$ cat src/serial_link_config.svh
// Serial link configuration
// Word width, lane count and credit depth, plus the frame sizes
// that follow from them
`ifndef SERIAL_LINK_CONFIG_SVH
`define SERIAL_LINK_CONFIG_SVH

// User word width
`define SL_DATA_WIDTH 32

// Serial data lanes, one bit each per beat
`define SL_NUM_LANES 4

// Receive FIFO depth and the credit count at reset
`define SL_NUM_CREDITS 4

// Holds 0 up to SL_NUM_CREDITS
`define SL_CREDIT_WIDTH 3

// Data, two tag bits and credits, rounded up to whole beats
`define SL_PAYLOAD_WIDTH \
  (((`SL_DATA_WIDTH + 2 + `SL_CREDIT_WIDTH + `SL_NUM_LANES - 1) / `SL_NUM_LANES) * `SL_NUM_LANES)

// Beats in one frame
`define SL_PAYLOAD_SPLITS (`SL_PAYLOAD_WIDTH / `SL_NUM_LANES)

`endif

$ cat src/serial_link_pkg.sv
// Serial link shared types
// Vector types for words, beats, credits and frames, and the
// frame header tag
`include "serial_link_config.svh"

package serial_link_pkg;

  // One user word
  typedef logic [`SL_DATA_WIDTH-1:0] data_t;

  // One beat across all lanes
  typedef logic [`SL_NUM_LANES-1:0] lane_t;

  // Credit count
  typedef logic [`SL_CREDIT_WIDTH-1:0] credit_t;

  // Whole frame, padding included
  typedef logic [`SL_PAYLOAD_WIDTH-1:0] payload_t;

  // Beat index inside a frame
  typedef logic [$clog2(`SL_PAYLOAD_SPLITS)-1:0] beat_cnt_t;

  // Header tag, zero is left unused so an empty frame never decodes
  typedef enum logic [1:0] {
    TAG_DATA   = 2'd1,
    TAG_CREDIT = 2'd2
  } tag_e;

endpackage

$ cat src/serial_link.sv
// Serial link top level
// Single channel link over a few lanes with credit flow control.
// Transmit path and receive path run side by side, the framer
// merges outgoing words and returned credits into frames
`timescale 1ns/1ps
`include "serial_link_config.svh"

module serial_link
  import serial_link_pkg::*;
(
  input  logic  clk_i,
  input  logic  rst_n_i,
  // User word input
  input  data_t data_in_i,
  input  logic  data_in_valid_i,
  output logic  data_in_ready_o,
  // User word output
  output data_t data_out_o,
  output logic  data_out_valid_o,
  input  logic  data_out_ready_i,
  // Serial lanes
  output lane_t ser_data_o,
  output logic  ser_valid_o,
  input  lane_t ser_data_i,
  input  logic  ser_valid_i
);

  data_t   tx_word;
  logic    tx_word_valid;
  logic    word_take;
  credit_t credit_pending;
  logic    credit_sent;
  credit_t credit_recv;
  logic    credit_recv_valid;

  //////////////////////////////////////////////////
  // Transmit side
  //////////////////////////////////////////////////

  serial_link_tx_path u_tx_path (
    .clk_i              ( clk_i             ),
    .rst_n_i            ( rst_n_i           ),
    .data_i             ( data_in_i         ),
    .valid_i            ( data_in_valid_i   ),
    .ready_o            ( data_in_ready_o   ),
    .credit_add_i       ( credit_recv       ),
    .credit_add_valid_i ( credit_recv_valid ),
    .word_o             ( tx_word           ),
    .word_valid_o       ( tx_word_valid     ),
    .word_take_i        ( word_take         )
  );

  serial_link_framer u_framer (
    .clk_i            ( clk_i          ),
    .rst_n_i          ( rst_n_i        ),
    .word_i           ( tx_word        ),
    .word_valid_i     ( tx_word_valid  ),
    .word_take_o      ( word_take      ),
    .credit_pending_i ( credit_pending ),
    .credit_sent_o    ( credit_sent    ),
    .ser_data_o       ( ser_data_o     ),
    .ser_valid_o      ( ser_valid_o    )
  );

  //////////////////////////////////////////////////
  // Receive side
  //////////////////////////////////////////////////

  serial_link_rx_path u_rx_path (
    .clk_i               ( clk_i             ),
    .rst_n_i             ( rst_n_i           ),
    .ser_data_i          ( ser_data_i        ),
    .ser_valid_i         ( ser_valid_i       ),
    .data_o              ( data_out_o        ),
    .valid_o             ( data_out_valid_o  ),
    .ready_i             ( data_out_ready_i  ),
    .credit_recv_o       ( credit_recv       ),
    .credit_recv_valid_o ( credit_recv_valid ),
    .credit_pending_o    ( credit_pending    ),
    .credit_sent_i       ( credit_sent       )
  );

endmodule

$ cat src/serial_link_framer.sv
// Serial link framer
// Picks a data or credit-only frame, packs tag, credits and word
// into a payload and shifts it out one lane beat per cycle
`timescale 1ns/1ps
`include "serial_link_config.svh"

module serial_link_framer
  import serial_link_pkg::*;
(
  input  logic    clk_i,
  input  logic    rst_n_i,
  input  data_t   word_i,
  input  logic    word_valid_i,
  output logic    word_take_o,
  input  credit_t credit_pending_i,
  output logic    credit_sent_o,
  output lane_t   ser_data_o,
  output logic    ser_valid_o
);

  localparam int LANES    = `SL_NUM_LANES;
  localparam int SPLITS   = `SL_PAYLOAD_SPLITS;
  localparam int TAG_LSB  = `SL_CREDIT_WIDTH;
  localparam int DATA_LSB = TAG_LSB + $bits(tag_e);

  typedef enum logic {
    FRM_IDLE,
    FRM_SEND
  } frm_state_e;

  frm_state_e state_q;
  beat_cnt_t  beat_cnt_q;
  payload_t   shift_q;
  payload_t   payload_d;
  logic       frm_idle;
  logic       take;
  logic       credit_only;
  logic       start;

  // Data frames win, credit-only frames go out when nothing else waits
  assign frm_idle    = (state_q == FRM_IDLE);
  assign take        = frm_idle && word_valid_i;
  assign credit_only = frm_idle && !word_valid_i && (credit_pending_i != '0);
  assign start       = take || credit_only;

  // Credits low, tag above, data on top, padding stays zero
  always_comb begin
    payload_d = '0;
    payload_d[TAG_LSB-1:0] = credit_pending_i;
    if (take) begin
      payload_d[DATA_LSB-1:TAG_LSB]       = TAG_DATA;
      payload_d[DATA_LSB +: `SL_DATA_WIDTH] = word_i;
    end else begin
      payload_d[DATA_LSB-1:TAG_LSB] = TAG_CREDIT;
    end
  end

  always_ff @(posedge clk_i) begin
    if (!rst_n_i) begin
      state_q    <= FRM_IDLE;
      beat_cnt_q <= '0;
    end else begin
      case (state_q)
        FRM_IDLE: begin
          if (start) begin
            state_q    <= FRM_SEND;
            beat_cnt_q <= '0;
          end
        end
        FRM_SEND: begin
          // Back to idle forces the gap between frames
          if (beat_cnt_q == beat_cnt_t'(SPLITS - 1)) begin
            state_q <= FRM_IDLE;
          end else begin
            beat_cnt_q <= beat_cnt_q + beat_cnt_t'(1);
          end
        end
        default: state_q <= FRM_IDLE;
      endcase
    end
  end

  always_ff @(posedge clk_i) begin
    if (start) begin
      shift_q <= payload_d;
    end else if (!frm_idle) begin
      shift_q <= {{LANES{1'b0}}, shift_q[`SL_PAYLOAD_WIDTH-1:LANES]};
    end
  end

  assign word_take_o   = take;
  assign credit_sent_o = start;
  assign ser_valid_o   = !frm_idle;
  assign ser_data_o    = frm_idle ? '0 : shift_q[LANES-1:0];

endmodule

$ cat src/serial_link_rx_path.sv
// Serial link receive path
// Rebuilds frames from lane beats, stores data words in the receive
// FIFO, forwards the credit field of every frame and counts freed
// FIFO slots to be returned to the far end
`timescale 1ns/1ps
`include "serial_link_config.svh"

module serial_link_rx_path
  import serial_link_pkg::*;
(
  input  logic    clk_i,
  input  logic    rst_n_i,
  input  lane_t   ser_data_i,
  input  logic    ser_valid_i,
  output data_t   data_o,
  output logic    valid_o,
  input  logic    ready_i,
  output credit_t credit_recv_o,
  output logic    credit_recv_valid_o,
  output credit_t credit_pending_o,
  input  logic    credit_sent_i
);

  localparam int SPLITS   = `SL_PAYLOAD_SPLITS;
  localparam int DEPTH    = `SL_NUM_CREDITS;
  localparam int PTR_W    = (DEPTH > 1) ? $clog2(DEPTH) : 1;
  localparam int TAG_LSB  = `SL_CREDIT_WIDTH;
  localparam int DATA_LSB = TAG_LSB + $bits(tag_e);

  beat_cnt_t        beat_cnt_q;
  payload_t         payload_q;
  logic             frame_done_q;
  tag_e             frame_tag;
  logic             push;
  logic             pop;
  data_t            fifo_mem [DEPTH];
  logic [PTR_W-1:0] wr_ptr_q;
  logic [PTR_W-1:0] rd_ptr_q;
  credit_t          fifo_cnt_q;
  credit_t          pending_q;
  credit_t          sent_amt;

  function automatic logic [PTR_W-1:0] ptr_inc(input logic [PTR_W-1:0] ptr);
    if (ptr == PTR_W'(DEPTH - 1)) begin
      return '0;
    end
    return ptr + PTR_W'(1);
  endfunction

  //////////////////////////////////////////////////
  // Deserializer
  //////////////////////////////////////////////////

  always_ff @(posedge clk_i) begin
    if (!rst_n_i) begin
      beat_cnt_q   <= '0;
      frame_done_q <= 1'b0;
    end else begin
      frame_done_q <= 1'b0;
      if (ser_valid_i) begin
        if (beat_cnt_q == beat_cnt_t'(SPLITS - 1)) begin
          beat_cnt_q   <= '0;
          frame_done_q <= 1'b1;
        end else begin
          beat_cnt_q <= beat_cnt_q + beat_cnt_t'(1);
        end
      end
    end
  end

  // Beat 0 enters first and ends up in the lowest bits
  always_ff @(posedge clk_i) begin
    if (ser_valid_i) begin
      payload_q <= {ser_data_i, payload_q[`SL_PAYLOAD_WIDTH-1:`SL_NUM_LANES]};
    end
  end

  assign frame_tag           = tag_e'(payload_q[DATA_LSB-1:TAG_LSB]);
  assign credit_recv_o       = payload_q[TAG_LSB-1:0];
  assign credit_recv_valid_o = frame_done_q;

  //////////////////////////////////////////////////
  // Receive FIFO and return credits
  //////////////////////////////////////////////////

  // Credits at the far end keep this from overflowing
  assign push = frame_done_q && (frame_tag == TAG_DATA);
  assign pop  = valid_o && ready_i;

  always_ff @(posedge clk_i) begin
    if (push) begin
      fifo_mem[wr_ptr_q] <= payload_q[DATA_LSB +: `SL_DATA_WIDTH];
    end
  end

  always_ff @(posedge clk_i) begin
    if (!rst_n_i) begin
      wr_ptr_q   <= '0;
      rd_ptr_q   <= '0;
      fifo_cnt_q <= '0;
      pending_q  <= '0;
    end else begin
      if (push) wr_ptr_q <= ptr_inc(wr_ptr_q);
      if (pop)  rd_ptr_q <= ptr_inc(rd_ptr_q);
      case ({push, pop})
        2'b10:   fifo_cnt_q <= fifo_cnt_q + credit_t'(1);
        2'b01:   fifo_cnt_q <= fifo_cnt_q - credit_t'(1);
        default: fifo_cnt_q <= fifo_cnt_q;
      endcase
      // Framer latches the whole count in the cycle it pulses
      pending_q <= pending_q - sent_amt + (pop ? credit_t'(1) : credit_t'(0));
    end
  end

  assign sent_amt         = credit_sent_i ? pending_q : '0;
  assign credit_pending_o = pending_q;
  assign valid_o          = (fifo_cnt_q != '0);
  assign data_o           = fifo_mem[rd_ptr_q];

endmodule

$ cat src/serial_link_tx_path.sv
// Serial link transmit path
// Accepts user words while far-end credits remain, parks one word
// until the framer picks it up, and tracks returned credits
`timescale 1ns/1ps
`include "serial_link_config.svh"

module serial_link_tx_path
  import serial_link_pkg::*;
(
  input  logic    clk_i,
  input  logic    rst_n_i,
  input  data_t   data_i,
  input  logic    valid_i,
  output logic    ready_o,
  input  credit_t credit_add_i,
  input  logic    credit_add_valid_i,
  output data_t   word_o,
  output logic    word_valid_o,
  input  logic    word_take_i
);

  credit_t credit_q;
  credit_t credit_d;
  credit_t credit_gain;
  data_t   word_q;
  logic    word_valid_q;
  logic    word_valid_d;
  logic    ready_q;
  logic    accept;

  assign accept      = valid_i && ready_q;
  assign credit_gain = credit_add_valid_i ? credit_add_i : '0;

  // Credits come back from the far end and are spent per word
  always_comb begin
    credit_d = credit_q + credit_gain;
    if (accept) begin
      credit_d = credit_d - credit_t'(1);
    end
  end

  assign word_valid_d = accept || (word_valid_q && !word_take_i);

  always_ff @(posedge clk_i) begin
    if (!rst_n_i) begin
      credit_q     <= credit_t'(`SL_NUM_CREDITS);
      word_valid_q <= 1'b0;
      ready_q      <= 1'b1;
    end else begin
      credit_q     <= credit_d;
      word_valid_q <= word_valid_d;
      // Ready follows the next state, so a full slot is never offered
      ready_q      <= (credit_d != '0) && !word_valid_d;
    end
  end

  // Word slot
  always_ff @(posedge clk_i) begin
    if (accept) begin
      word_q <= data_i;
    end
  end

  assign ready_o      = ready_q;
  assign word_o       = word_q;
  assign word_valid_o = word_valid_q;

endmodule

$ cat config.mk
export PLATFORM = sky130hd
export DESIGN_NAME = serial_link
export DESIGN_NICKNAME = d
export VERILOG_FILES = /design/src/serial_link_pkg.sv /design/src/serial_link.sv /design/src/serial_link_framer.sv /design/src/serial_link_rx_path.sv /design/src/serial_link_tx_path.sv
export VERILOG_INCLUDE_DIRS = /design/src
export SDC_FILE = /design/constraint.sdc
export NUM_CORES = 1
export LEC_CHECK = 0
export ABC_AREA = 1
export BUFFER_PORTS_ARGS = -buffer_cell sky130_fd_sc_hd__buf_2
export CORE_UTILIZATION = 55
export DETAILED_ROUTE_END_ITERATION = 7
export PLACE_DENSITY = 0.76
export SYNTH_ARGS = -nofsm -noshare
export SYNTH_HDL_FRONTEND = slang
export SYNTH_SLANG_ARGS = --single-unit
$ cat constraint.sdc
create_clock -name clk_i -period 7.4 [get_ports clk_i]
set_input_delay 0 -clock clk_i [delete_from_list [all_inputs] [get_ports clk_i]]
set_output_delay 0 -clock clk_i [all_outputs]
set_load 0.005 [all_outputs]
==> metrics.txt <==
# TYPE chip_impl_metric gauge
chip_impl_info{name="outcome",value="finished, final reports clean"} 1
chip_impl_metric{name="synthesis.yosys.warnings",unit=""} 0
chip_impl_metric{name="worstMarginPinSlew",unit="ns"} 1.23
chip_impl_metric{name="htree_levels",unit=""} 1
chip_impl_metric{name="tritoncts.num_buffers",unit=""} 26
chip_impl_metric{name="drv_slew",unit=""} 0
chip_impl_metric{name="cts.sink_count",unit=""} 264
chip_impl_metric{name="finalWorstSetupSlack",unit="ns"} 4.74
chip_impl_metric{name="period_needed",unit="ns"} 2.66
chip_impl_metric{name="cp_data_required_time",unit="ns"} 7.40
chip_impl_metric{name="routedLengthMet1",unit="um"} 7620
chip_impl_info{name="dominantRegCellSynth",value="sky130_fd_sc_hd__edfxtp_1"} 1
chip_impl_metric{name="grt_pass1_vias",unit=""} 5432
chip_impl_metric{name="post-dp-hpwl",unit="um"} 9340
chip_impl_info{name="crit_path_top_delay_cell",value="sky130_fd_sc_hd__inv_2"} 1
chip_impl_metric{name="ys_async_sr_fraction",unit="%"} 0
chip_impl_metric{name="dieArea",unit="um^2"} 18300
chip_impl_metric{name="dp_worst_setup_slack",unit="ns"} 5.07
chip_impl_metric{name="drt-initial-drc-count",unit=""} 334
chip_impl_metric{name="num_antenna_cells",unit=""} 0
chip_impl_metric{name="fin_worst_skew",unit="ns"} 0.0229
chip_impl_metric{name="syn_avg_cell_area",unit="um^2"} 14.6
chip_impl_metric{name="vias",unit=""} 5601
chip_impl_info{name="ctsRootBufferMaster",value="sky130_fd_sc_hd__clkbuf_16"} 1
chip_impl_metric{name="synth-edff-count",unit=""} 237
chip_impl_metric{name="dpl-instance-area",unit="um^2"} 10400
chip_impl_metric{name="initial_antenna_violation_count",unit=""} 0
chip_impl_metric{name="fin_area",unit="um^2"} 11600
chip_impl_metric{name="synthesis.instances",unit=""} 667
chip_impl_metric{name="post-cts-setup-buffers",unit=""} 0
chip_impl_metric{name="synthesis.area",unit="um^2"} 9750
chip_impl_metric{name="max_slew_margin",unit="%"} 17.7
chip_impl_metric{name="number_of_buffer_and_inverter_instances_along_the_worst_setup_path",unit=""} 3
chip_impl_metric{name="totalNegativeSetupSlack",unit="ns"} 0
chip_impl_info{name="timing.critical_path.max_delay_family",value="buffers and inverters"} 1
chip_impl_metric{name="finalSetupViolations",unit=""} 0
chip_impl_metric{name="max_stage_delay",unit="ns"} 0.83
chip_impl_info{name="critical_path.startpoint_type",value="flop"} 1
chip_impl_metric{name="num-fill-cells",unit=""} 1154
chip_impl_info{name="timing.critical_path.to_type",value="output pin"} 1
chip_impl_info{name="crit_type",value="flop to output pin"} 1
chip_impl_metric{name="globalRoute.totalOverflow",unit=""} 0
chip_impl_metric{name="peakVddDrop",unit="mV"} 0.230
chip_impl_metric{name="synth-seq-area-share",unit="%"} 78.5
chip_impl_metric{name="fmax",unit="GHz"} 0.376
chip_impl_metric{name="fp.dieH",unit="um"} 135
chip_impl_metric{name="met2WireLength",unit="um"} 8660
chip_impl_metric{name="worst-path-max-fanout",unit=""} 65
chip_impl_metric{name="insertion_delay",unit="ns"} 0.54
chip_impl_metric{name="multi_input_comb_area",unit="um^2"} 1770
chip_impl_metric{name="start_util",unit="%"} 56.4
chip_impl_metric{name="portBuffers",unit=""} 79
chip_impl_metric{name="area_growth",unit="%"} 19.2
chip_impl_metric{name="final_min_period_over_clock_period",unit="%"} 35.9
chip_impl_metric{name="final_layout_size_suffix_gt1_share",unit="%"} 17.3
chip_impl_metric{name="grt_pass1_wl",unit="um"} 27800
chip_impl_metric{name="final-hold-violation-count",unit=""} 0
chip_impl_metric{name="global_route.usage.total",unit="%"} 19.8
chip_impl_metric{name="placement_rows",unit=""} 48
chip_impl_metric{name="grt_start_max_net_pins",unit=""} 66
chip_impl_metric{name="via_per_inst",unit=""} 5.39
chip_impl_metric{name="area.sequential",unit="um^2"} 7660
chip_impl_metric{name="clkSlewWorstSetupHoldPaths",unit="ns"} 0.06
chip_impl_metric{name="globalplace.congestion",unit=""} 0.784
chip_impl_info{name="class_of_the_tightest_hold_or_removal_check",value="input pin to flop"} 1
chip_impl_info{name="cts_tree",value="yes"} 1
chip_impl_metric{name="clk_path_buf_depth",unit=""} 3
chip_impl_metric{name="pwr_density_cell",unit="nW/um^2"} 301
chip_impl_metric{name="synth_cell_type_count",unit=""} 30
chip_impl_metric{name="drt_drc_violations_left",unit=""} 0
chip_impl_metric{name="routedWlPerCell",unit="um"} 17.0
chip_impl_metric{name="drtPass1Iterations",unit=""} 5
chip_impl_metric{name="met3_length",unit="um"} 1030
chip_impl_metric{name="finalCoreUtilization",unit="%"} 67.2
chip_impl_metric{name="maxCapViolations",unit=""} 0
chip_impl_metric{name="mappedNetlistNets",unit=""} 722
chip_impl_info{name="highest-signal-layer",value="met4"} 1
chip_impl_metric{name="postSynthRegisterBits",unit=""} 264
chip_impl_info{name="critical_path.cell_chain",value="buf_4 > inv_2 > o21ai_0 > o22ai_1 > buf_2"} 1
chip_impl_metric{name="core_area",unit="um^2"} 17300
chip_impl_metric{name="die_w",unit="um"} 135
chip_impl_metric{name="boundaryPins",unit=""} 80
chip_impl_info{name="grt_setup_unrepaired",value="false"} 1
chip_impl_metric{name="leakage",unit="nW"} 4.34
chip_impl_metric{name="num-nets-final",unit=""} 850
chip_impl_metric{name="drt-total-wl",unit="um"} 17700
chip_impl_metric{name="drt.antenna.violating_nets",unit=""} 0
chip_impl_metric{name="signal_arrival_time_at_the_worst_endpoint",unit="ns"} 2.66
chip_impl_metric{name="timing.hold.ws",unit="ns"} 0.101
-- cell usage after synthesis (9+ instances only) --
cell type | number | share of area (%)
sky130_fd_sc_hd__nor2_1 | 90 | 3.5
sky130_fd_sc_hd__ha_1 | 11 | 1.4
sky130_fd_sc_hd__o21ai_0 | 74 | 3.8
sky130_fd_sc_hd__edfxtp_1 | 237 | 73
sky130_fd_sc_hd__buf_2 | 12 | 0.62
sky130_fd_sc_hd__a21oi_1 | 12 | 0.62
sky130_fd_sc_hd__a22o_1 | 28 | 2.5
sky130_fd_sc_hd__inv_1 | 46 | 1.8
sky130_fd_sc_hd__nand3_1 | 9 | 0.46
sky130_fd_sc_hd__dfxtp_1 | 27 | 5.5
sky130_fd_sc_hd__o22ai_1 | 32 | 2.1
sky130_fd_sc_hd__clkbuf_1 | 12 | 0.46
sky130_fd_sc_hd__nand2_1 | 45 | 1.7
-- sequential cells by signal (all words and copies together), names as in the netlist, named ones only --
| register | flops |
|---|---|
| u_tx_path.word_valid_o | 1 |
| u_rx_path.wr_ptr_q | 2 |
| u_rx_path.beat_cnt_q | 4 |
| u_rx_path.payload_q | 40 |
| u_rx_path.fifo_cnt_q | 3 |
| u_rx_path.credit_pending_o | 3 |
| u_framer.ser_valid_o | 1 |
| u_tx_path.credit_q | 3 |
| u_framer.beat_cnt_q | 4 |
| u_tx_path.ready_o | 1 |
| u_rx_path.rd_ptr_q | 2 |
| u_tx_path.word_o | 32 |
| u_rx_path.fifo_mem | 128 |
| u_rx_path.credit_recv_valid_o | 1 |
| u_framer.shift_q | 37 |
-- per-layer routing --
metal,up-vias,track usage [%]
met3,33,3.14
li1,2692,-
met5,-,0
met4,0,5.99
met1,2693,26.7
met2,183,33.3
-- cell families (layout without fill, tap and decap cells) --
logic type               after synthesis  count (layout)  synth area share, %
buffers and inverters                 79             227                 3.47
other                                  1               1               0.0385
flip-flops                           264             264                 78.5
AO/OA/AOI/OAI                        153             153                 9.42
XOR/XNOR                               1               1               0.0899
AND/OR/NAND/NOR                      155             155                 6.42
adder cells (fa/ha/maj)               14              14                 2.03
-- through the flow --
| stage | power, W | cells |
|---|---|---|
| CTS | 0.00351 | 1039 |
| global route | 0.00364 | 1040 |
| floorplan | 0.00209 | 667 |
| global placement | 0.00220 | 951 |
| finish | 0.00350 | 1040 |
| detailed placement | 0.00223 | 951 |
-- cells in the final DEF, fill, tap and decap left out, drive strengths merged, types with 28 or more instances in the layout --
cell,count
clkbuf,29
o21ai,78
nor2,91
inv,50
nand2,47
edfxtp,237
buf,88
a22o,28
o22ai,32
dlygate4sd3,40
-- cell type report --
cell class | instances | area share [%]
Timing Repair Buffer | 128 | 7.60
Clock inverter | 19 | 1.54
Sequential cell | 264 | 65.9
Inverter | 51 | 1.65
Multi-Input combinational cell | 324 | 15.2
Clock buffer | 29 | 5.69
Tap cell | 225 | 2.42
-- what timing repair did --
action	in CTS	in global routing
endpoints found under the hold margin	56	0
hold buffers	40	0
resized for setup	0	0
-- worst paths after layout --
path / from / endpoint / slack [ns] / cells after the start
setup / recovery: flop / data_out_o[25] / 4.74 / 5
hold / removal: ser_valid_i / u_rx_path.payload_q[39] / 0.10 / 2
setup reg to reg: u_rx_path.payload_q[0] / u_tx_path.ready_o / 4.80 / 12
hold reg to reg: u_rx_path.payload_q[37] / u_rx_path.payload_q[33] / 0.42 / 0
-- where the power goes --
| part | internal, W | leakage (nW) | switching [W] |
|---|---|---|---|
| Sequential | 0.00178 | 2.45 | 0.0000553 |
| Clock | 0.000749 | 0.412 | 0.000533 |
| Combinational | 0.000153 | 1.47 | 0.000232 |
| Total | 0.00268 | 4.34 | 0.000821 |
Note: power is estimated with default switching activity, not from simulation.
